File: config.mk
export PLATFORM = sky130hd
export DESIGN_NAME = decode
export DESIGN_NICKNAME = d
export VERILOG_FILES = /design/src/isa_pkg.sv /design/src/pipe_pkg.sv /design/src/decode.sv
export SDC_FILE = /design/constraint.sdc
export NUM_CORES = 1
export LEC_CHECK = 0
export ABC_CLOCK_PERIOD_IN_PS = 3600
export BUFFER_PORTS_ARGS = -buffer_cell sky130_fd_sc_hd__buf_2
export CAP_MARGIN = 20
export CORE_ASPECT_RATIO = 1.1
export CORE_UTILIZATION = 57
export DETAILED_ROUTE_END_ITERATION = 8
export PLACE_DENSITY = 0.8
export SETUP_SLACK_MARGIN = 0.05
export SKIP_CTS_REPAIR_TIMING = 1
export SYNTH_ARGS = -nofsm -noshare
export SYNTH_HDL_FRONTEND = slang
export SYNTH_SLANG_ARGS = --single-unit
File: constraint.sdc
create_clock -name clk -period 3.6 [get_ports clk]
set_input_delay 1.08 -clock clk [delete_from_list [all_inputs] [get_ports clk]]
set_output_delay 1.08 -clock clk [all_outputs]
set_load 0.1 [all_outputs]
File: src/isa_pkg.sv
// Instruction-set package with opcodes, field positions, widths and memory depths
`default_nettype none

package isa_pkg;

  // Datapath and register file
  localparam int data_w     = 16;
  localparam int reg_addr_w = 3;
  localparam int num_regs   = 2 ** reg_addr_w;

  // Word-addressed memories
  localparam int imem_depth  = 256;
  localparam int imem_addr_w = 8;
  localparam int dmem_depth  = 256;
  localparam int dmem_addr_w = 8;

  // Instruction fields
  // R type:  op rs rt rd  (rd = rs op rt)
  // I type:  op rs rt imm5  (addi and ld write rt, st stores rt)
  // B type:  op rs disp8  (beqz tests rs, j ignores it)
  localparam int op_msb    = 15;
  localparam int op_lsb    = 11;
  localparam int rs_msb    = 10;
  localparam int rs_lsb    = 8;
  localparam int rt_msb    = 7;
  localparam int rt_lsb    = 5;
  localparam int rd_msb    = 4;
  localparam int rd_lsb    = 2;
  localparam int imm5_msb  = 4;
  localparam int imm5_lsb  = 0;
  localparam int imm5_w    = imm5_msb - imm5_lsb + 1;
  localparam int disp8_msb = 7;
  localparam int disp8_lsb = 0;
  localparam int disp8_w   = disp8_msb - disp8_lsb + 1;

  // Codes not listed here are illegal
  typedef enum logic [4:0] {
    op_nop  = 5'd0,
    op_halt = 5'd1,
    op_add  = 5'd2,
    op_sub  = 5'd3,
    op_and  = 5'd4,
    op_xor  = 5'd5,
    op_addi = 5'd6,
    op_ld   = 5'd7,
    op_st   = 5'd8,
    op_beqz = 5'd9,
    op_j    = 5'd10
  } opcode_t;

endpackage

`default_nettype wire

File: src/pipe_pkg.sv
// Pipeline latch structs and the ALU operation enum passed between the stages
`default_nettype none

package pipe_pkg;

  typedef enum logic [2:0] {
    alu_add,
    alu_sub,
    alu_and,
    alu_xor,
    alu_pass_b
  } alu_op_t;

  typedef struct packed {
    logic                       valid;
    logic [isa_pkg::data_w-1:0] instr;
    logic [isa_pkg::data_w-1:0] pc_plus_one;
  } if_id_t;

  typedef struct packed {
    logic                           valid;
    isa_pkg::opcode_t               opcode;
    alu_op_t                        alu_op;
    logic [isa_pkg::data_w-1:0]     a;
    logic [isa_pkg::data_w-1:0]     b;
    // imm5 or disp8, already sign-extended
    logic [isa_pkg::data_w-1:0]     imm;
    logic                           use_imm;
    logic                           mem_read;
    logic                           mem_write;
    logic                           reg_write;
    logic                           is_branch;
    logic [isa_pkg::reg_addr_w-1:0] dest;
    logic [isa_pkg::data_w-1:0]     pc_plus_one;
  } id_ex_t;

  typedef struct packed {
    logic                           valid;
    logic [isa_pkg::data_w-1:0]     result;
    logic [isa_pkg::data_w-1:0]     store_data;
    logic                           mem_read;
    logic                           mem_write;
    logic                           reg_write;
    logic                           is_halt;
    logic [isa_pkg::reg_addr_w-1:0] dest;
  } ex_mem_t;

  typedef struct packed {
    logic                           valid;
    logic                           reg_write;
    logic                           is_halt;
    logic [isa_pkg::reg_addr_w-1:0] dest;
    logic [isa_pkg::data_w-1:0]     wdata;
  } mem_wb_t;

endpackage

`default_nettype wire

File: src/decode.sv
// Decode stage with control decode, register file with write bypass and the ID/EX latch
`timescale 1ns/1ps
`default_nettype none

module decode (
  input  wire                             clk,
  input  wire                             reset,
  input  wire pipe_pkg::if_id_t           if_id,
  input  wire                             stall,
  input  wire                             redirect,
  input  wire pipe_pkg::mem_wb_t          wb,
  output pipe_pkg::id_ex_t                id_ex,
  output logic                            rs_used,
  output logic                            rt_used,
  output logic [isa_pkg::reg_addr_w-1:0]  rs_addr,
  output logic [isa_pkg::reg_addr_w-1:0]  rt_addr
);

  isa_pkg::opcode_t               opcode;
  logic [isa_pkg::reg_addr_w-1:0] rd_addr;
  logic [isa_pkg::data_w-1:0]     imm5_ext;
  logic [isa_pkg::data_w-1:0]     disp8_ext;
  pipe_pkg::alu_op_t              alu_op;
  logic                           use_imm;
  logic                           use_disp;
  logic                           mem_read;
  logic                           mem_write;
  logic                           reg_write;
  logic                           is_branch;
  logic                           dest_is_rt;
  logic                           uses_rs;
  logic                           uses_rt;
  logic [isa_pkg::data_w-1:0]     regs [isa_pkg::num_regs];
  logic [isa_pkg::data_w-1:0]     rs_val;
  logic [isa_pkg::data_w-1:0]     rt_val;
  logic                           wb_write;
  logic                           halt_seen;
  logic                           issue;

  assign opcode  = isa_pkg::opcode_t'(if_id.instr[isa_pkg::op_msb:isa_pkg::op_lsb]);
  assign rs_addr = if_id.instr[isa_pkg::rs_msb:isa_pkg::rs_lsb];
  assign rt_addr = if_id.instr[isa_pkg::rt_msb:isa_pkg::rt_lsb];
  assign rd_addr = if_id.instr[isa_pkg::rd_msb:isa_pkg::rd_lsb];

  assign imm5_ext  = {{(isa_pkg::data_w - isa_pkg::imm5_w){if_id.instr[isa_pkg::imm5_msb]}},
                      if_id.instr[isa_pkg::imm5_msb:isa_pkg::imm5_lsb]};
  assign disp8_ext = {{(isa_pkg::data_w - isa_pkg::disp8_w){if_id.instr[isa_pkg::disp8_msb]}},
                      if_id.instr[isa_pkg::disp8_msb:isa_pkg::disp8_lsb]};

  always_comb begin
    alu_op     = pipe_pkg::alu_pass_b;
    use_imm    = 1'b0;
    use_disp   = 1'b0;
    mem_read   = 1'b0;
    mem_write  = 1'b0;
    reg_write  = 1'b0;
    is_branch  = 1'b0;
    dest_is_rt = 1'b0;
    uses_rs    = 1'b0;
    uses_rt    = 1'b0;
    case (opcode)
      isa_pkg::op_add, isa_pkg::op_sub, isa_pkg::op_and, isa_pkg::op_xor: begin
        alu_op    = (opcode == isa_pkg::op_add) ? pipe_pkg::alu_add :
                    (opcode == isa_pkg::op_sub) ? pipe_pkg::alu_sub :
                    (opcode == isa_pkg::op_and) ? pipe_pkg::alu_and : pipe_pkg::alu_xor;
        reg_write = 1'b1;
        uses_rs   = 1'b1;
        uses_rt   = 1'b1;
      end
      isa_pkg::op_addi, isa_pkg::op_ld: begin
        alu_op     = pipe_pkg::alu_add;
        use_imm    = 1'b1;
        mem_read   = (opcode == isa_pkg::op_ld);
        reg_write  = 1'b1;
        dest_is_rt = 1'b1;
        uses_rs    = 1'b1;
      end
      isa_pkg::op_st: begin
        alu_op    = pipe_pkg::alu_add;
        use_imm   = 1'b1;
        mem_write = 1'b1;
        uses_rs   = 1'b1;
        uses_rt   = 1'b1;
      end
      isa_pkg::op_beqz, isa_pkg::op_j: begin
        use_disp  = 1'b1;
        is_branch = 1'b1;
        uses_rs   = (opcode == isa_pkg::op_beqz);
      end
      // nop, halt and illegal codes carry no control
      default: ;
    endcase
  end

  assign rs_used = if_id.valid & uses_rs;
  assign rt_used = if_id.valid & uses_rt;

  // Register zero is never written, so it always reads zero
  assign wb_write = wb.valid & wb.reg_write & (wb.dest != '0);

  always_ff @(posedge clk) begin
    if (reset) begin
      for (int i = 0; i < isa_pkg::num_regs; i++)
        regs[i] <= '0;
    end else if (wb_write) begin
      regs[wb.dest] <= wb.wdata;
    end
  end

  // Same-cycle write is seen by the read
  always_comb begin
    rs_val = regs[rs_addr];
    rt_val = regs[rt_addr];
    if (wb_write && (wb.dest == rs_addr))
      rs_val = wb.wdata;
    if (wb_write && (wb.dest == rt_addr))
      rt_val = wb.wdata;
  end

  // Nothing younger than a halt is issued
  assign issue = if_id.valid & ~stall & ~redirect & ~halt_seen;

  always_ff @(posedge clk) begin
    if (reset) begin
      id_ex.valid <= 1'b0;
      halt_seen   <= 1'b0;
    end else begin
      id_ex.valid <= issue;
      if (issue && (opcode == isa_pkg::op_halt))
        halt_seen <= 1'b1;
    end
    id_ex.opcode      <= opcode;
    id_ex.alu_op      <= alu_op;
    id_ex.a           <= rs_val;
    id_ex.b           <= rt_val;
    id_ex.imm         <= use_disp ? disp8_ext : imm5_ext;
    id_ex.use_imm     <= use_imm;
    id_ex.mem_read    <= mem_read;
    id_ex.mem_write   <= mem_write;
    id_ex.reg_write   <= reg_write;
    id_ex.is_branch   <= is_branch;
    id_ex.dest        <= dest_is_rt ? rt_addr : rd_addr;
    id_ex.pc_plus_one <= if_id.pc_plus_one;
  end

endmodule

`default_nettype wire

* Word level (Yosys, flattened, before mapping) *
Memories as Yosys holds them, arrays and structs flattened.
Index checks and enable logic that the tools add are counted.

word-level totals
  register bits = 82
  bits in writable memories = 128
  logic and storage cells = 72
  memories kept = 1

memories
  name  depth  width  read ports  clocked after memory_dff  write ports  line          text
  regs  8      16     2           0                         8            decode.sv:33  logic [isa_pkg::data_w-1:0] regs [isa_pkg::num_regs];

cells by class
  equality and inequality tests = 12
  mux-type cells = 23
  bitwise gates (word level) = 10
  reduce and logical (&&, ||, !) cells = 12

operator list
  cell                count
  $mux 16             4
  $eq 5x3->1 const B  4
  $reduce_or 16->1    1
  $eq 5x4->1 const B  3
  $mux 1              13
  $eq 5x2->1 const B  2
  $and 1x1->1         7
  $reduce_or 7->1     1
  $eq 3x3->1          2
  $mux 3              2
  $pmux 3 s2          1
  $reduce_or 6->1     1
  $eq 5x1->1 const B  1
  $reduce_or 5->1     1
  $mux 2              2
  $reduce_or 2->1     2
  $reduce_or 4->1     1
  $logic_and 1x1->1   3
  $not 1->1           3
  $reduce_bool 3->1   1
  $reduce_or 3->1     1
  $pmux 1 s2          1

* Depth between registers and ports, before layout *
  depth after elaboration = 7
  gate-level depth with buffers = 6
  depth with buffers taken out = 3

* Least setup slack after synthesis *
OpenSTA, ideal clock, no wires.

  path kind = input to output
  start = input if_id[30] (netlist bit)
  end = output rt_used
  arrival time = 3.900 ns
  slack = -1.380 ns
  cell stages on the path = 4
  buffers on the path = 1
  path through = clkbuf_1 -> nand2b_1 -> o32a_1 -> nor3b_1

on the way
  longest elaborated chain between the ends = 4

ends and longest elaborated chain
  item                                      line          text
  start, declared                           decode.sv:8   input wire pipe_pkg::if_id_t if_id,
  $eq 5x2->1, or another cell as far along  decode.sv:61  case (opcode)
  $reduce_or 5->1 (no source line) (*)      n/a
  $mux 1 (*)                                decode.sv:61
  $and 1x1->1 (*)                           decode.sv:96  assign rt_used = if_id.valid & uses_rt;
  end, declared                             decode.sv:14  output logic rt_used,

Every way passes the cells marked *; elsewhere a longest branch is shown, timed or not.

* Worst setup path in the final report *
  start = input if_id[28] (netlist bit)
  end = output rs_used

on the way
  longest elaborated chain between the ends = 4

ends and longest elaborated chain
  item                                                                        line          text
  $eq 5x2->1, or another cell as far along                                    decode.sv:61
  $reduce_or 7->1 (no source line) / $reduce_or 2->1 (equally long branches)  n/a
  $pmux 1 s2 (*)                                                              decode.sv:61
  $and 1x1->1 (*)                                                             decode.sv:95  assign rs_used = if_id.valid & uses_rs;
  end, declared                                                               decode.sv:13  output logic rs_used,

Marked as above.

==> insert_results.sql <==
INSERT INTO impl_metrics (metric_group, metric, value, unit) VALUES
('clock_network', 'cts_root_buf', 'sky130_fd_sc_hd__clkbuf_16', ''),
('final_layout', 'layout-drive-gt1-share', '40.7', '%'),
('floorplan', 'die_height', '135', 'um'),
('worst_hold_path', 'hold_path_class', 'reg -> reg', ''),
('drt', 'drt-initial-drc-count', '427', ''),
('worst_setup_path', 'timing.critical_path.fanout_max', '9', ''),
('worst_setup_path', 'worst_ep_required_time', '2.52', 'ns'),
('sta', 'worst_clock_skew', '0.0171', 'ns'),
('sta', 'rsz0062_at_grt', 'no', ''),
('power_and_ir_drop', 'powerDensity', '554', 'nW/um^2'),
('clock_network', 'cts.clk_slew.worst_paths', '0.06', 'ns'),
('worst_setup_path', 'endpoint_of_the_lowest_slack_register_to_register_path', 'id_ex[54]', ''),
('synthesis', 'synth-async-reset-ratio', '0', '%'),
('worst_setup_path', 'worstPathCellList', 'buf_2, nor2_1, xor2_1, nor3b_4, buf_2', ''),
('sta', 'timing.final.hold_violations', '0', ''),
('worst_setup_path', 'rr_startpoint', 'regs[1][14]', ''),
('worst_setup_path', 'cpMaxStageDelayCell', 'sky130_fd_sc_hd__buf_2', ''),
('clock_network', 'total_cts_buffers', '21', ''),
('worst_setup_path', 'nature_of_the_critical_path_endpoint', 'output pin', ''),
('placement', 'gp_congestion', '0.774', ''),
('power_and_ir_drop', 'vdd_drop_max', '0.440', 'mV'),
('grt', 'grt_pass1_vias', '5690', ''),
('worst_setup_path', 'cpPeakStageDelay', '0.44', 'ns'),
('sta', 'worst_pin_slew', '0.611', 'ns'),
('worst_setup_path', 'cp-start-kind', 'input port', ''),
('sta', 'fin_crit_sh', '90.3', '%'),
('drt', 'vias', '5523', ''),
('sta', 'finalSetupViolations', '0', ''),
('worst_setup_path', 'crit_path_start', 'if_id[28]', ''),
('clock_network', 'worst_skew_pair.late_latency', '0.50', 'ns'),
('floorplan', 'design.die.area', '16500', 'sq um'),
('clock_network', 'clock_tree.htree_level_count', '1', ''),
('synthesis', 'synth_edf_count', '128', ''),
('placement', 'port_buffers', '146', ''),
('sta', 'finalWorstSetupSlack', '0.349', 'ns'),
('grt', 'grt_antenna_before_repair', '0', ''),
('worst_setup_path', 'critical_path_cell_count', '5', ''),
('floorplan', 'dieWidth', '123', 'um'),
('synthesis', 'syn-mean-instance-area', '16.6', 'sq um'),
('placement', 'detailedPlacementHpwl', '13.1', 'mm'),
('synthesis', 'syn_area', '9120', 'sq um'),
('worst_setup_path', 'worst_path_dominant_cell_family', 'buffers and inverters', ''),
('worst_setup_path', 'dominant_cell_type_by_count_on_the_critical_path', 'sky130_fd_sc_hd__buf_2', ''),
('worst_setup_path', 'ff2ff_setup_slack', '1.98', 'ns'),
('drt', 'detailed_routing_iteration_count_for_the_pre_antenna_repair_pass', '4', ''),
('sta', 'fmax', '308', 'MHz'),
('grt', 'track_usage', '25.8', '%'),
('synthesis', 'top_flip_flop_cell_by_instance_count_after_synthesis', 'sky130_fd_sc_hd__edfxtp_1', ''),
('final_layout', 'final_cell_count_no_fill', '932', ''),
('placement', 'preCtsSetupSlack', '0.335', 'ns'),
('worst_setup_path', 'cp_num_buf_inv', '2', ''),
('clock_network', 'clock_tree_from_tritoncts', 'built', ''),
('final_layout', 'flow.area_growth_from_synthesis', '18.8', '%'),
('power_and_ir_drop', 'total_leakage_power', '4.37', 'nW'),
('drt', 'antenna_violating_nets_left', '0', ''),
('worst_setup_path', 'reg2regPathDepth', '3', ''),
('floorplan', 'core_area', '15700', 'sq um'),
('synthesis', 'yosys.cell_types.count', '32', ''),
('synthesis', 'post_synth_inst_count', '551', ''),
('worst_setup_path', 'end_point_of_the_critical_path', 'rs_used', ''),
('status', 'status', 'completed', ''),
('synthesis', 'warnings_from_yosys', '0', ''),
('placement', 'post-place-cells', '894', ''),
('drt', 'drc', '0', ''),
('floorplan', 'start_util', '58.2', '%'),
('floorplan', 'ios', '148', ''),
('clock_network', 'cts-root-to-sink-buffers', '3', ''),
('grt', 'grt_overflow_total', '0', ''),
('grt', 'grt_pass1_wl', '31.1', 'mm'),
('clock_network', 'cts_sinks', '202', ''),
('synthesis', 'synth_sequential_area_ratio', '58.4', '%');
how the worst min path moves through the flow:
| stage | from | end | slack [ns] | cells after the start |
|---|---|---|---|---|
| finish | halt_seen | id_ex[80] | 0.46 | 1 |
| global route | halt_seen | id_ex[80] | 0.46 | 1 |
| CTS | halt_seen | id_ex[80] | 0.45 | 1 |
| detailed placement | halt_seen | id_ex[80] | 0.44 | 1 |
| global placement | halt_seen | id_ex[80] | 0.42 | 1 |
| floorplan | halt_seen | id_ex[80] | 0.41 | 1 |
placed cells by master (no fill, tap or decap), types with 8 or more instances in the layout:
| cell type | synthesis | final |
|---|---|---|
| sky130_fd_sc_hd__buf_2 | 2 | 143 |
| sky130_fd_sc_hd__edfxtp_1 | 128 | 128 |
| sky130_fd_sc_hd__and2_1 | 112 | 112 |
| sky130_fd_sc_hd__dfxtp_1 | 74 | 74 |
| sky130_fd_sc_hd__mux2_2 | 60 | 60 |
| sky130_fd_sc_hd__mux4_1 | 48 | 48 |
| sky130_fd_sc_hd__buf_4 | 15 | 29 |
| sky130_fd_sc_hd__clkbuf_16 | 0 | 22 |
| sky130_fd_sc_hd__mux4_2 | 16 | 16 |
| sky130_fd_sc_hd__conb_1 | 1 | 16 |
| sky130_fd_sc_hd__nor2_1 | 10 | 10 |
| sky130_fd_sc_hd__mux2_4 | 10 | 10 |
| sky130_fd_sc_hd__xnor2_1 | 8 | 8 |
cells in the mapped netlist (2+ instances only):
cell,n,share of area [%]
sky130_fd_sc_hd__buf_6,9,1.1
sky130_fd_sc_hd__mux2_4,10,1.6
sky130_fd_sc_hd__buf_2,2,0.11
sky130_fd_sc_hd__nor3_1,3,0.16
sky130_fd_sc_hd__and2_1,112,7.7
sky130_fd_sc_hd__edfxtp_1,128,42
sky130_fd_sc_hd__dfxtp_1,74,16
sky130_fd_sc_hd__buf_4,15,1.2
sky130_fd_sc_hd__mux4_2,16,4.0
sky130_fd_sc_hd__nor2_1,10,0.41
sky130_fd_sc_hd__inv_1,2,0.082
sky130_fd_sc_hd__xnor2_1,8,0.77
sky130_fd_sc_hd__o21ai_0,6,0.33
sky130_fd_sc_hd__mux4_1,48,14
sky130_fd_sc_hd__nor3b_1,2,0.16
sky130_fd_sc_hd__nand2b_1,5,0.34
sky130_fd_sc_hd__nor4_1,3,0.21
sky130_fd_sc_hd__mux2_2,60,7.4
sky130_fd_sc_hd__clkbuf_1,23,0.95
sky130_fd_sc_hd__nand4_1,2,0.14
sky130_fd_sc_hd__or2_2,2,0.14
stage by stage:
| step | hold slack, ns | instance area [sq um] | TNS (ns) | utilization [%] | total power [W] |
|---|---|---|---|---|---|
| after floorplan | 0.409 | 9200 | -0.0530 | - | 0.00372 |
| after global placement | 0.423 | 10200 | 0 | 64.9 | 0.00394 |
| after detailed placement | 0.441 | 10200 | 0 | 64.9 | 0.00397 |
| after CTS | 0.447 | 10800 | 0 | 69.1 | 0.00604 |
| after global routing | 0.459 | 10800 | 0 | 69.1 | 0.00617 |
| final | 0.455 | 10800 | 0 | 69.1 | 0.00601 |
sequential cells by signal, indices dropped and copies added (netlist names):
name,count
regs,128
id_ex,73
halt_seen,1
power breakdown:
| part | switching [W] | internal (W) |
|---|---|---|
| logic | 0.000902 | 0.000330 |
| clock network | 0.000884 | 0.00120 |
| registers | 0.0000604 | 0.00263 |
final cells by class:
class / instances / area, sq um / share of cell area, %
clock buffers: 28 / 573 / 5.29
inverters: 2 / 7.51 / 0.0693
well taps: 200 / 250 / 2.31
multi-input cells: 313 / 3560 / 32.8
repair buffers: 177 / 1030 / 9.54
clock inverters: 10 / 87.6 / 0.808
flip-flops and latches: 202 / 5330 / 49.1
worst reg2reg max path: cells and delay by family (launching register included):
kind	cells	cell delay, ns
multiplexers	3	1.10
flip-flops	1	0.40
metal layers:
| metal | vias up | wire (um) | GRT usage, % |
|---|---|---|---|
| met5 | - | 0 | 0 |
| met4 | 0 | 655 | 12.3 |
| met3 | 58 | 1480 | 3.29 |
| met2 | 308 | 11100 | 46.3 |
| met1 | 2729 | 7530 | 30.4 |
| li1 | 2428 | - | - |
cell families (layout without fill, tap and decap cells):
kind of cell | after synthesis | after routing | share of synthesized area, %
flops | 202 | 202 | 58.4
simple gates | 145 | 145 | 9.75
mux | 134 | 134 | 26.8
buf+inv | 51 | 217 | 3.48
compound gates | 9 | 9 | 0.658
xor+xnor | 9 | 9 | 0.864
other cells | 1 | 16 | 0.0411
Note: power is estimated with default switching activity, not from simulation.
