[src/isa_pkg.sv]
// Instruction-set package with opcodes, field positions, widths and memory depths
`default_nettype none

package isa_pkg;

  // Datapath and register file
  localparam int data_w     = 16;
  localparam int reg_addr_w = 3;
  localparam int num_regs   = 2 ** reg_addr_w;

  // Word-addressed memories
  localparam int imem_depth  = 256;
  localparam int imem_addr_w = 8;
  localparam int dmem_depth  = 256;
  localparam int dmem_addr_w = 8;

  // Instruction fields
  // R type:  op rs rt rd  (rd = rs op rt)
  // I type:  op rs rt imm5  (addi and ld write rt, st stores rt)
  // B type:  op rs disp8  (beqz tests rs, j ignores it)
  localparam int op_msb    = 15;
  localparam int op_lsb    = 11;
  localparam int rs_msb    = 10;
  localparam int rs_lsb    = 8;
  localparam int rt_msb    = 7;
  localparam int rt_lsb    = 5;
  localparam int rd_msb    = 4;
  localparam int rd_lsb    = 2;
  localparam int imm5_msb  = 4;
  localparam int imm5_lsb  = 0;
  localparam int imm5_w    = imm5_msb - imm5_lsb + 1;
  localparam int disp8_msb = 7;
  localparam int disp8_lsb = 0;
  localparam int disp8_w   = disp8_msb - disp8_lsb + 1;

  // Codes not listed here are illegal
  typedef enum logic [4:0] {
    op_nop  = 5'd0,
    op_halt = 5'd1,
    op_add  = 5'd2,
    op_sub  = 5'd3,
    op_and  = 5'd4,
    op_xor  = 5'd5,
    op_addi = 5'd6,
    op_ld   = 5'd7,
    op_st   = 5'd8,
    op_beqz = 5'd9,
    op_j    = 5'd10
  } opcode_t;

endpackage

`default_nettype wire

[src/pipe_pkg.sv]
// Pipeline latch structs and the ALU operation enum passed between the stages
`default_nettype none

package pipe_pkg;

  typedef enum logic [2:0] {
    alu_add,
    alu_sub,
    alu_and,
    alu_xor,
    alu_pass_b
  } alu_op_t;

  typedef struct packed {
    logic                       valid;
    logic [isa_pkg::data_w-1:0] instr;
    logic [isa_pkg::data_w-1:0] pc_plus_one;
  } if_id_t;

  typedef struct packed {
    logic                           valid;
    isa_pkg::opcode_t               opcode;
    alu_op_t                        alu_op;
    logic [isa_pkg::data_w-1:0]     a;
    logic [isa_pkg::data_w-1:0]     b;
    // imm5 or disp8, already sign-extended
    logic [isa_pkg::data_w-1:0]     imm;
    logic                           use_imm;
    logic                           mem_read;
    logic                           mem_write;
    logic                           reg_write;
    logic                           is_branch;
    logic [isa_pkg::reg_addr_w-1:0] dest;
    logic [isa_pkg::data_w-1:0]     pc_plus_one;
  } id_ex_t;

  typedef struct packed {
    logic                           valid;
    logic [isa_pkg::data_w-1:0]     result;
    logic [isa_pkg::data_w-1:0]     store_data;
    logic                           mem_read;
    logic                           mem_write;
    logic                           reg_write;
    logic                           is_halt;
    logic [isa_pkg::reg_addr_w-1:0] dest;
  } ex_mem_t;

  typedef struct packed {
    logic                           valid;
    logic                           reg_write;
    logic                           is_halt;
    logic [isa_pkg::reg_addr_w-1:0] dest;
    logic [isa_pkg::data_w-1:0]     wdata;
  } mem_wb_t;

endpackage

`default_nettype wire

[src/execute.sv]
// Execute stage with ALU, branch resolution, illegal-opcode trap and the EX/MEM latch
`timescale 1ns/1ps
`default_nettype none

module execute (
  input  wire                         clk,
  input  wire                         reset,
  input  wire pipe_pkg::id_ex_t       id_ex,
  output pipe_pkg::ex_mem_t           ex_mem,
  output logic                        redirect,
  output logic [isa_pkg::data_w-1:0]  redirect_pc,
  output logic                        err
);

  logic [isa_pkg::data_w-1:0] b_in;
  logic [isa_pkg::data_w-1:0] alu_y;
  logic                       legal;
  logic                       taken;

  assign b_in = id_ex.use_imm ? id_ex.imm : id_ex.b;

  always_comb begin
    case (id_ex.alu_op)
      pipe_pkg::alu_add: alu_y = id_ex.a + b_in;
      pipe_pkg::alu_sub: alu_y = id_ex.a - b_in;
      pipe_pkg::alu_and: alu_y = id_ex.a & b_in;
      pipe_pkg::alu_xor: alu_y = id_ex.a ^ b_in;
      default:           alu_y = b_in;
    endcase
  end

  always_comb begin
    case (id_ex.opcode)
      isa_pkg::op_nop, isa_pkg::op_halt, isa_pkg::op_add, isa_pkg::op_sub,
      isa_pkg::op_and, isa_pkg::op_xor, isa_pkg::op_addi, isa_pkg::op_ld,
      isa_pkg::op_st, isa_pkg::op_beqz, isa_pkg::op_j:
        legal = 1'b1;
      default:
        legal = 1'b0;
    endcase
  end

  // j always taken, beqz when rs is zero
  assign taken = id_ex.is_branch & ((id_ex.opcode == isa_pkg::op_j) | (id_ex.a == '0));

  assign redirect    = id_ex.valid & legal & taken;
  assign redirect_pc = id_ex.pc_plus_one + id_ex.imm;

  always_ff @(posedge clk) begin
    if (reset) begin
      ex_mem.valid <= 1'b0;
      err          <= 1'b0;
    end else begin
      ex_mem.valid <= id_ex.valid;
      err          <= id_ex.valid & ~legal;
    end
    ex_mem.result     <= alu_y;
    ex_mem.store_data <= id_ex.b;
    // An illegal instruction passes on as a bubble with no side effects
    ex_mem.mem_read   <= id_ex.mem_read & legal;
    ex_mem.mem_write  <= id_ex.mem_write & legal;
    ex_mem.reg_write  <= id_ex.reg_write & legal;
    ex_mem.is_halt    <= (id_ex.opcode == isa_pkg::op_halt);
    ex_mem.dest       <= id_ex.dest;
  end

endmodule

`default_nettype wire

[config.mk]
export PLATFORM = sky130hd
export DESIGN_NAME = execute
export DESIGN_NICKNAME = d
export VERILOG_FILES = /design/src/isa_pkg.sv /design/src/pipe_pkg.sv /design/src/execute.sv
export SDC_FILE = /design/constraint.sdc
export NUM_CORES = 1
export LEC_CHECK = 0
export BUFFER_PORTS_ARGS = -buffer_cell sky130_fd_sc_hd__buf_2
export CORE_ASPECT_RATIO = 0.75
export CORE_MARGIN = 2
export CORE_UTILIZATION = 50
export DETAILED_ROUTE_END_ITERATION = 6
export HOLD_SLACK_MARGIN = 0.1
export PLACE_DENSITY = 0.93
export SYNTH_ARGS = -nofsm -noshare
export SYNTH_HDL_FRONTEND = slang
export SYNTH_SLANG_ARGS = --single-unit
[constraint.sdc]
create_clock -name clk -period 4.2 [get_ports clk]
set_input_delay 0.42 -clock clk [delete_from_list [all_inputs] [get_ports clk]]
set_output_delay 0.42 -clock clk [all_outputs]
set_load 0.005 [all_outputs]
=== Yosys cells after proc, flatten, opt, wreduce, memory -nomap -nowiden ===
Memories as Yosys holds them, arrays and structs flattened.
Cells that the tools add are included.

* Memories: 1
* Bits in read-only memories: 16
* Output and inout port bits: 58
* Bits of input ports: 83
* Word-level logic and storage cells: 34
* Register bits after elaboration: 41

{| class="wikitable"
|+ Memories
! name !! words !! width !! rd ports !! clocked after Yosys merged registers in !! write ports !! line !! RTL
|-
| (no name shown) || 16 || 1 || 1 || 0 || 0 || execute.sv:33 || <nowiki>case (id_ex.opcode)</nowiki>
|}

* Multiplexer cells: 3
* Eq/ne operators: 5
* Bitwise gates (word level): 11
* Reductions and logical operators: 2
* $add $sub $neg: 3

{| class="wikitable"
|+ Operators by type and width
! operator !! count
|-
| one-hot mux 16 bit (4 select lines) || 1
|-
| adder 16 bit || 2
|-
| bitwise AND 16 bit || 1
|-
| logical NOT 16 bit || 1
|-
| two-way mux 16 bit || 1
|-
| subtractor 16 bit || 1
|-
| bitwise XOR 16 bit || 1
|-
| bitwise AND 1 bit || 7
|-
| equality test 3 x 2 -> 1 bit, second input constant || 2
|-
| equality test 5 x 1 -> 1 bit, second input constant || 1
|-
| equality test 5 x 4 -> 1 bit, second input constant || 1
|-
| equality test 3 x 1 -> 1 bit, second input constant || 1
|-
| logical NOT 3 bit || 1
|-
| two-way mux 1 bit || 1
|-
| NOT 1 bit || 1
|-
| bitwise OR 1 bit || 1
|}

=== Logic depth before layout (Yosys ltp) ===
Gate-level depths: netlist (run 1).

* Word-level depth: 4
* Mapped depth: 16
* Gate-level depth less buffers: 14

=== Worst setup path before layout (run 1) ===
OpenSTA, ideal clock, no wires.

* Path type: input to register
* Start point: input id_ex[23] (netlist bit)
* End point: register ex_mem[38] (netlist bit)
* Cell stages on the path: 14
* Setup time: 0.103 ns
* Slack: 0.857 ns
* Required time: 4.097 ns
* Buffers on the path: 2
* Arrival time: 3.241 ns
* Path through: buf_6 buf_4 mux2i_1 ha_1 nand2_1 nor4_1 a31oi_1 xnor2_1 ha_1 a21oi_1 o221ai_1 a221oi_1 xnor2_1 a222oi_1

* Longest elaborated chain between the ends: 3

{| class="wikitable"
|+ Ends and longest elaborated chain
! what !! line !! RTL
|-
| start, declared || execute.sv:8 || <nowiki>input wire pipe_pkg::id_ex_t id_ex,</nowiki>
|-
| two-way mux 16 bit (*) || execute.sv:20 || <nowiki>assign b_in = id_ex.use_imm ? id_ex.imm : id_ex.b;</nowiki>
|-
| subtractor 16 bit (tied with other cells) || execute.sv:25 || <nowiki>pipe_pkg::alu_sub: alu_y = id_ex.a - b_in;</nowiki>
|-
| one-hot mux 16 bit (4 select lines) (*) || execute.sv:23 || <nowiki>case (id_ex.alu_op)</nowiki>
|-
| net alu_y (one bit) || execute.sv:16 || <nowiki>logic [isa_pkg::data_w-1:0] alu_y;</nowiki>
|-
| end, declared || execute.sv:9 || <nowiki>output pipe_pkg::ex_mem_t ex_mem,</nowiki>
|}

Mark *: on every way through the listed nets, which the timed path passes. The rest lies on a longest branch.
A chain may end at the register's enable or synchronous reset.

=== Final worst setup path (run 1) ===
Same ends and word-level chain as after synthesis.

==> results of run 1 <==
==> area by class of cell <==
| type | count | area [µm²] | share of cell area [%] |
|---|---|---|---|
| Timing Repair Buffer | 143 | 723 | 15.9 |
| Multi-Input combinational cell | 341 | 2620 | 57.8 |
| Inverter | 34 | 128 | 2.81 |
| Sequential cell | 41 | 821 | 18.1 |
| Tap cell | 98 | 123 | 2.70 |
| Clock buffer | 6 | 82.6 | 1.82 |
| Clock inverter | 2 | 37.5 | 0.827 |
==> routing by layer <==
metal  up-vias  GRT usage [%]  share of wire [%]
met4         0           4.13               0.68
met1      1684           35.9                 46
met5         -              0                  0
met2       147           43.7                 47
li1       1832              -                  -
met3        15           4.86                6.3
==> cells by family (layout without fill, tap and decap cells) <==
family          count (synthesis)  in the layout  share of synthesized area (%)
flops                          41             41                           22.6
compound gates                111            111                           20.0
xor+xnor                       37             37                           8.92
fa+ha+maj                      49             49                           17.3
buf+inv                        47            185                           5.20
simple gates                  109            109                           15.1
mux                            35             35                           10.9
==> how the worst min path moves through the flow <==
stage	from	cells after the start	slack, ps	endpoint
floorplan	id_ex[16]	0	450	ex_mem[0]$_DFF_P_
global placement	id_ex[18]	1	530	ex_mem[2]$_DFF_P_
detailed placement	id_ex[18]	1	530	ex_mem[2]$_DFF_P_
CTS	id_ex[18]	1	220	ex_mem[2]$_DFF_P_
global route	id_ex[18]	1	200	ex_mem[2]$_DFF_P_
finish	id_ex[18]	1	220	ex_mem[2]$_DFF_P_
==> where the power goes <==
part           internal [W]  switching [W]  total, W
registers          0.000426     0.00000767  0.000433
logic              0.000280       0.000330  0.000610
clock network      0.000194       0.000154  0.000348
==> sequential cells by signal, indices dropped and copies added, names as in the netlist <==
register and flops:
err 1, ex_mem 40
==> metrics by stage <==
stage | instance area [µm²] | worst slack (ps) | instances | hold slack, ps | utilization (%)
2_1_floorplan | 3630 | 857 | 429 | 448 | -
3_3_place_gp | 4420 | 618 | 657 | 525 | 63.8
3_5_place_dp | 4420 | 455 | 657 | 527 | 63.8
4_1_cts | 4540 | 775 | 665 | 216 | 65.5
5_1_grt | 4540 | 500 | 665 | 203 | 65.5
6_report | 4540 | 750 | 665 | 220 | 65.5
==> cell usage after synthesis, types with 2 or more instances <==
cell	number	area, µm²
or3_1	4	25.0
nor2b_1	7	43.8
nand3_1	10	50.1
a31oi_1	4	25.0
nor4_1	6	37.5
mux2_4	2	30.0
o2111ai_1	2	17.5
a41oi_1	3	26.3
mux2_2	8	90.1
o21bai_1	2	15.0
clkbuf_1	10	37.5
a21oi_1	38	190
inv_1	33	124
and4_1	2	17.5
o31ai_1	2	15.0
a222oi_1	2	20.0
o21ai_0	19	95.1
o211ai_1	2	15.0
nand2_1	23	86.3
ha_1	47	588
a211oi_1	4	30.0
and2_1	5	31.3
mux2i_4	2	45.0
fa_1	2	40.0
nand4_1	3	18.8
xnor2_1	31	272
nor3_1	9	45.0
a22oi_1	2	15.0
a221oi_1	3	26.3
nor2_1	32	120
dfxtp_1	41	821
mux2i_1	23	230
a21o_1	9	67.6
o21a_1	7	52.6
xor2_1	6	52.6
==> results.py, run 1 <==
metrics = {
    "outcome": {
        "status": "complete, no violations",
    },
    "critical_path": {
        "path_class": "input pin to register",
        "cp.buffers_inverters": 1,
        "worstSetupEndpoint": "ex_mem[38]$_DFF_P_",
        "required_ps": 4410,
        "crit_family": "compound AO/OA/AOI/OAI gates",
        "crit_start": "id_ex[23]",
        "crit_arrival_ps": 3660,
        "worst-path-stages": 13,
        "worstPathMaxFanout": 14,
        "crit_slowest_cell": "nor4_1",
        "path_cells": "buf_2 -> mux2i_1 -> ha_1 -> nand2_1 -> nor4_1 -> a31oi_1 -> xnor2_1 -> ha_1 -> a21oi_1 -> o221ai_1 -> a221oi_1 -> xnor2_1 -> a222oi_1",
        "worst_path_largest_cell_delay_ps": 450,
        "cp-start-kind": "input pin",
        "end_kind": "register",
    },
    "synthesis": {
        "synth-seq-cells": 41,
        "async_flop_share_pct": 0,
        "seq_area_frac_synth_pct": 22.6,
        "synthFlopType": "dfxtp_1",
        "synth_cell_types": 59,
        "synth_area_um2": 3630,
        "synth_edf_count": 0,
        "syn_avg_cell_area_um2": 8.47,
        "synth_warnings": 0,
        "syn_inst": 429,
        "synth_nets": 561,
    },
    "clocking": {
        "cts_buffers": 5,
        "cts.clk_slew.worst_paths_ps": 90,
        "tritoncts": "built",
        "ctsHoldBuffers": 0,
        "root_buffer": "clkbuf_8",
        "htreeDepth": 2,
        "cts_sinks": 41,
        "postCtsSetupRepairBufs": 0,
        "clockBufferDepth": 2,
        "post_cts_resized": 0,
    },
    "sta": {
        "max_freq_ghz": 0.290,
        "max_slew.worst_pin.slew_ps": 603,
        "rsz0062_at_grt": "false",
        "hold_violations": 0,
        "tns_ps": 0,
        "slew_viol_final": 0,
        "setup_viol": 0,
        "min_period_ps": 3450,
        "fin_crit_sh_pct": 82.2,
        "relSlewSlack_pct": 59.8,
    },
    "global_routing": {
        "grt_max_degree": 30,
        "gr-usage-all-layers_pct": 26.3,
        "grt_pass1_vias": 3555,
        "grt_pass1_wl_mm": 16.9,
        "overflow": 0,
        "antenna_found_initial": 0,
    },
    "worst_hold_path": {
        "hp-class": "input pin to register",
    },
    "die": {
        "dieHeight_um": 77.8,
        "die_area_um2": 7970,
        "coreArea_um2": 6930,
        "initial_core_util_pct": 52.4,
        "die_w_um": 102,
        "rows": 26,
        "io_pins": 141,
    },
    "drt": {
        "wire_per_inst_um": 15.8,
        "drc_errors": 0,
        "dr_total_vias": 3678,
        "viasPerCell": 5.53,
        "detail_route.iter0.violations": 250,
        "routed_wl_mm": 10.5,
        "detail_route.first_pass.iterations": 5,
        "detail-route-antenna-nets": 0,
    },
    "cells_and_area": {
        "layout_commonest_cell": "buf_2",
        "most-common-layout-cells": "140 x buf_2, 47 x ha_1, 41 x dfxtp_1, 38 x a21oi_1, 33 x inv_1",
        "n_antenna_cell": 0,
        "drive_gt1_share_pct": 30.2,
        "layout.nets": 698,
        "areaGrowthSynthToFinish_pct": 24.9,
        "fillers": 613,
    },
    "run": {
        "cap_violations": 0,
    },
    "power_and_ir_drop": {
        "powerDensity_nw_per_um2": 306,
        "p_total_w": 0.00139,
        "ir_drop_mv": 0.154,
        "leakagePower_nw": 2.25,
    },
    "placement": {
        "post-dp-hpwl_mm": 8.54,
        "portBuffers": 140,
        "gp_congestion": 0.978,
    },
}
Power figures use the tool's default switching activity.
==> run 2: changes to the inputs <==
- ABC_AREA: default -> 1
- CORE_UTILIZATION: 50 -> 51
- clock period: 4.2 -> 3.3 ns (I/O delays scaled with it)
==> run 2 against run 1 <==
  * Power up 19%
  * Worst setup slack worse by 470 ps
  * Highest routed layer unchanged
  * Clock power about the same
  * Non-clock buffer count up 6
  * Critical path depth up 6
==> results.py, run 2 <==
metrics = {
    "synthesis": {
        "synth_area_um2": 3860,
        "syn_avg_cell_area_um2": 6.60,
        "yosys-top-cells-count": "168 x nand2_1, 83 x inv_1, 47 x ha_1",
        "synth-seq-cells": 41,
        "yosys.cell_count.top_type": "nand2_1",
        "synthFlopType": "dfxtp_1",
        "netlist.area_leader.share_pct": 21.3,
        "synth_nets": 716,
        "yosysTopAreaCell": "dfxtp_1",
        "synth_edf_count": 0,
        "synth_cell_types": 39,
        "synth_warnings": 0,
        "async_flop_share_pct": 0,
        "syn_inst": 584,
        "synthTopCellsByArea": "dfxtp_1 21%, nand2_1 16%, ha_1 15%",
        "seq_area_frac_synth_pct": 21.3,
    },
    "drt": {
        "dr_total_vias": 4538,
        "wire_per_inst_um": 14.3,
        "detail_route.iter0.violations": 296,
        "detail_route.first_pass.iterations": 6,
        "drc_errors": 0,
        "detail-route-antenna-nets": 0,
        "viasPerCell": 5.45,
        "routed_wl_mm": 11.9,
    },
    "critical_path": {
        "end_kind": "register",
        "required_ps": 3480,
        "crit_arrival_ps": 3200,
        "worstPathMaxFanout": 14,
        "cp-start-kind": "input pin",
        "path_class": "input pin to register",
    },
    "sta": {
        "max_freq_ghz": 0.331,
        "max_slew.worst_pin.slew_ps": 1130,
        "slew_viol_final": 0,
        "min_period_ps": 3020,
        "setup_viol": 0,
        "relSlewSlack_pct": 24.4,
        "fin_crit_sh_pct": 91.6,
        "rsz0062_at_grt": "false",
        "hold_violations": 0,
    },
    "die": {
        "dieHeight_um": 79.3,
        "die_w_um": 104,
        "initial_core_util_pct": 52.6,
        "coreArea_um2": 7330,
        "rows": 27,
        "die_area_um2": 8280,
        "io_pins": 141,
    },
    "power_and_ir_drop": {
        "powerDensity_nw_per_um2": 347,
        "p_total_w": 0.00166,
        "ir_drop_mv": 0.196,
        "leakagePower_nw": 2.75,
    },
    "placement": {
        "post-dp-hpwl_mm": 10.0,
        "gp_congestion": 0.955,
        "place_area_um2": 4690,
        "portBuffers": 140,
        "dp_cells": 825,
    },
    "cells_and_area": {
        "multi_input_area_um2": 2660,
        "reg_top3": "ex_mem: 40 flops, err: 1 flops",
        "final_area_um2": 4790,
        "regArea_um2": 821,
        "n_antenna_cell": 0,
        "fillers": 686,
        "fin_cells": 832,
        "most-common-layout-cells": "168 x nand2_1, 140 x buf_2, 83 x inv_1, 47 x ha_1, 41 x dfxtp_1",
        "largest_reg_flops": 40,
        "areaGrowthSynthToFinish_pct": 24.2,
        "layout.nets": 863,
        "layout_commonest_cell": "nand2_1",
        "drive_gt1_share_pct": 23.7,
        "fin_util_pct": 65.3,
        "largest_register": "ex_mem",
    },
    "global_routing": {
        "grt_max_degree": 24,
        "antenna_found_initial": 0,
        "grt_pass1_wl_mm": 19.5,
        "overflow": 0,
        "grt_pass1_vias": 4179,
        "gr-usage-all-layers_pct": 29.0,
    },
    "clocking": {
        "htreeDepth": 2,
        "cts.clk_slew.worst_paths_ps": 80,
        "root_buffer": "clkbuf_8",
        "post_cts_resized": 0,
        "clockBufferDepth": 2,
        "ctsHoldBuffers": 0,
        "cts_sinks": 41,
        "cts_buffers": 5,
        "postCtsSetupRepairBufs": 0,
        "tritoncts": "built",
    },
    "outcome": {
        "status": "complete, no violations",
    },
    "worst_hold_path": {
        "hp-class": "input pin to register",
    },
    "run": {
        "cap_violations": 0,
    },
}
-- run 2: worst paths after layout --
kind                  cells after the start                  to  slack, ps      start
worst max-delay path                     19  ex_mem[33]$_DFF_P_        280  id_ex[23]
worst min-delay path                      1   ex_mem[0]$_DFF_P_        130  id_ex[16]
-- run 2: critical path, stage by stage --
cell     delay, ps
buf_2          160
inv_4          140
nand2_1         60
nand2_1        120
ha_1           190
inv_1           60
nor2_2         170
nand3_2        110
nor2_2         160
a21oi_1        100
xor2_1         160
ha_1           350
nand2_1        140
nor2_1          60
nor2_1         240
nand3_1        200
or2_2          310
nand3_1         70
nand3_1         80
-- run 2: kinds of logic (layout without fill, tap and decap cells) --
kind of cell,after synthesis,count (layout),synth area share [%]
AOI/OAI and AO/OA,110,110,17.1
xor gates and xnor gates,29,29,6.59
adders and majority gates,49,49,16.3
buffers and inverters,95,242,9.99
DFF,41,41,21.3
and+or+nand+nor,260,260,28.7
-- run 2: through the flow --
stage | setup slack, ps | setup TNS [ps] | hold WS [ps]
global placement | 97.9 | 0 | 435
CTS | 275 | 0 | 127
global route | 45.2 | 0 | 122
floorplan | 748 | 0 | 358
detailed placement | -34.2 | -34.2 | 438
finish | 276 | 0 | 130
-- run 2: final cells by class --
| type | count | share of cell area, % |
|---|---|---|
| flip-flops and latches | 41 | 17.1 |
| clock inverters | 1 | 0.157 |
| repair buffers | 149 | 16.0 |
| well taps | 101 | 2.64 |
| clock buffers | 6 | 1.72 |
| inverters | 86 | 6.79 |
| multi-input cells | 448 | 55.5 |
-- run 2: routing by layer --
layer / GRT usage (%) / part of all wire [%]
met1: 39.6 / 46
met2: 47.3 / 44
met3: 5.67 / 9.0
met4: 6.89 / 1.6
met5: 0 / 0
-- run 2: power by group --
part           switching, W  leakage (nW)  internal (W)
registers        0.00000949         0.345      0.000540
clock network      0.000183        0.0433      0.000166
logic              0.000459          2.36      0.000303
==> run 3: changes to the inputs <==
- ABC_AREA: 1 -> default
- CORE_UTILIZATION: 51 -> 50
- CTS_CLUSTER_SIZE: default -> 28
==> run 3 against run 2 <==
  * Global-route usage down 0.40 points
  * Via count fell by 14%
  * Sequential share of layout area decreased by 0.12 points
  * Highest routed layer unchanged
  * Design area up 0.73%
  * Critical path type unchanged
  * Worst hold slack got worse by 8.5 ps
  * Utilization is 4.3 points higher
==> results.py, run 3 (synthesized netlist as in run 1, its figures left out) <==
metrics = {
    "outcome": {
        "status": "complete, no violations",
    },
    "drt": {
        "met2_length_mm": 5.34,
        "wl_met3_um": 742,
        "drc_errors": 0,
        "detail-route-antenna-nets": 0,
        "detail_route.first_pass.iterations": 5,
        "highest_layer": "met4",
        "viasPerCell": 5.64,
        "dr_total_vias": 3911,
        "detail_route.iter0.violations": 214,
        "drt-met1-wl_mm": 4.88,
        "routed_wl_mm": 11.1,
        "wire_per_inst_um": 16.0,
    },
    "clocking": {
        "root_buffer": "clkbuf_8",
        "cts.clk_slew.worst_paths_ps": 90,
        "htreeDepth": 2,
        "cts_buffers": 5,
        "cts_sinks": 41,
        "ctsHoldBuffers": 0,
        "clockBufferDepth": 2,
        "tritoncts": "built",
    },
    "critical_path": {
        "crit_slowest_cell": "a221oi_1",
        "cp.buffers_inverters": 2,
        "crit_family": "compound AO/OA/AOI/OAI gates",
        "crit_path_frequent_cell": "ha_1",
        "worstPathMaxFanout": 7,
        "path_cells": "buf_2 -> mux2i_2 -> ha_1 -> nand2_1 -> o21ai_0 -> xor2_1 -> ha_1 -> buf_4 -> nor2b_1 -> a31o_1 -> a21bo_2 -> a221oi_1 -> xnor2_1 -> a222oi_1",
        "path_class": "input pin to register",
        "end_kind": "register",
        "worst-path-stages": 14,
        "required_ps": 3500,
        "crit_arrival_ps": 3250,
        "cp-start-kind": "input pin",
        "worst_path_largest_cell_delay_ps": 320,
    },
    "die": {
        "rows": 26,
        "die_w_um": 102,
        "dieHeight_um": 77.8,
        "initial_core_util_pct": 52.4,
        "die_area_um2": 7970,
        "coreArea_um2": 6930,
        "io_pins": 141,
    },
    "power_and_ir_drop": {
        "powerDensity_nw_per_um2": 394,
        "ir_drop_mv": 0.212,
        "leakagePower_nw": 2.41,
        "p_total_w": 0.00190,
    },
    "sta": {
        "min_period_ps": 3050,
        "relSlewSlack_pct": 65.3,
        "fin_crit_sh_pct": 92.4,
        "max_slew.worst_pin.slew_ps": 515,
        "slew_viol_final": 0,
        "rsz0062_at_grt": "false",
        "setup_viol": 0,
        "max_freq_ghz": 0.328,
        "hold_violations": 0,
    },
    "placement": {
        "dp_cells": 686,
        "portBuffers": 140,
        "post-dp-hpwl_mm": 9.06,
        "gp_congestion": 0.938,
    },
    "global_routing": {
        "gr-usage-all-layers_pct": 28.6,
        "grt_max_degree": 29,
        "overflow": 0,
        "antenna_found_initial": 0,
        "grt_pass1_vias": 3897,
        "grt_pass1_wl_mm": 18.3,
    },
    "cells_and_area": {
        "multi_input_area_um2": 2660,
        "most-common-layout-cells": "140 x buf_2, 46 x ha_1, 41 x dfxtp_1, 36 x a21oi_1, 33 x inv_1",
        "regArea_um2": 821,
        "fillers": 549,
        "fin_util_pct": 69.6,
        "reg_top3": "ex_mem: 40 flops, err: 1 flops",
        "largest_reg_flops": 40,
        "n_antenna_cell": 0,
        "layout.nets": 727,
        "layout_commonest_cell": "buf_2",
        "drive_gt1_share_pct": 34.4,
        "largest_register": "ex_mem",
        "areaGrowthSynthToFinish_pct": 32.7,
        "fin_cells": 694,
    },
    "run": {
        "cap_violations": 0,
    },
    "worst_hold_path": {
        "whs_path_depth": 1,
        "hp-class": "input pin to register",
    },
}
## run 3: changes by cell type in the layout (fill, tap and decap cells not counted), sizes merged, moves of 12 or more
cell   delta
buf      +23
inv      -52
mux2i    +25
nand2   -147
nand3    -19
o21ai    -12
xnor2    +25
xor2     -17
## run 3: worst paths after layout
kind,from,to,slack [ps]
worst max-delay path,id_ex[23],ex_mem[38]$_DFF_P_,250
worst min-delay path,id_ex[18],ex_mem[2]$_DFF_P_,120
## run 3: final cells by class
cell class,instances,share of cell area [%]
multi-input cells,341,55.2
repair buffers,172,19.8
flip-flops and latches,41,17.0
inverters,34,2.65
well taps,98,2.54
clock buffers,5,1.43
clock inverters,3,1.43
## run 3: routing by layer
metal | GRT usage [%] | vias to the layer above
li1 | - | 1893
met1 | 37.4 | 1835
met2 | 48.7 | 162
met3 | 4.14 | 21
met4 | 7.87 | 0
met5 | 0 | -
## run 3: through the flow
stage	setup TNS, ps	setup WS [ps]	area, µm²	hold slack [ps]
global route	0	6.40	4820	115
global placement	0	100	4650	436
detailed placement	-41.8	-37.3	4650	437
CTS	0	236	4790	115
finish	0	250	4820	121
floorplan	0	46.7	3630	358
## run 3: where the power goes
part / leakage [nW] / internal [W] / switching (W)
Clock: 0.0687 / 0.000305 / 0.000203
Sequential: 0.345 / 0.000542 / 0.0000105
Combinational: 2.00 / 0.000403 / 0.000438
## run 3: what timing repair did
item	CTS	global route
setup endpoints to repair	0	2
setup buffers	0	0
gates resized for setup	0	8
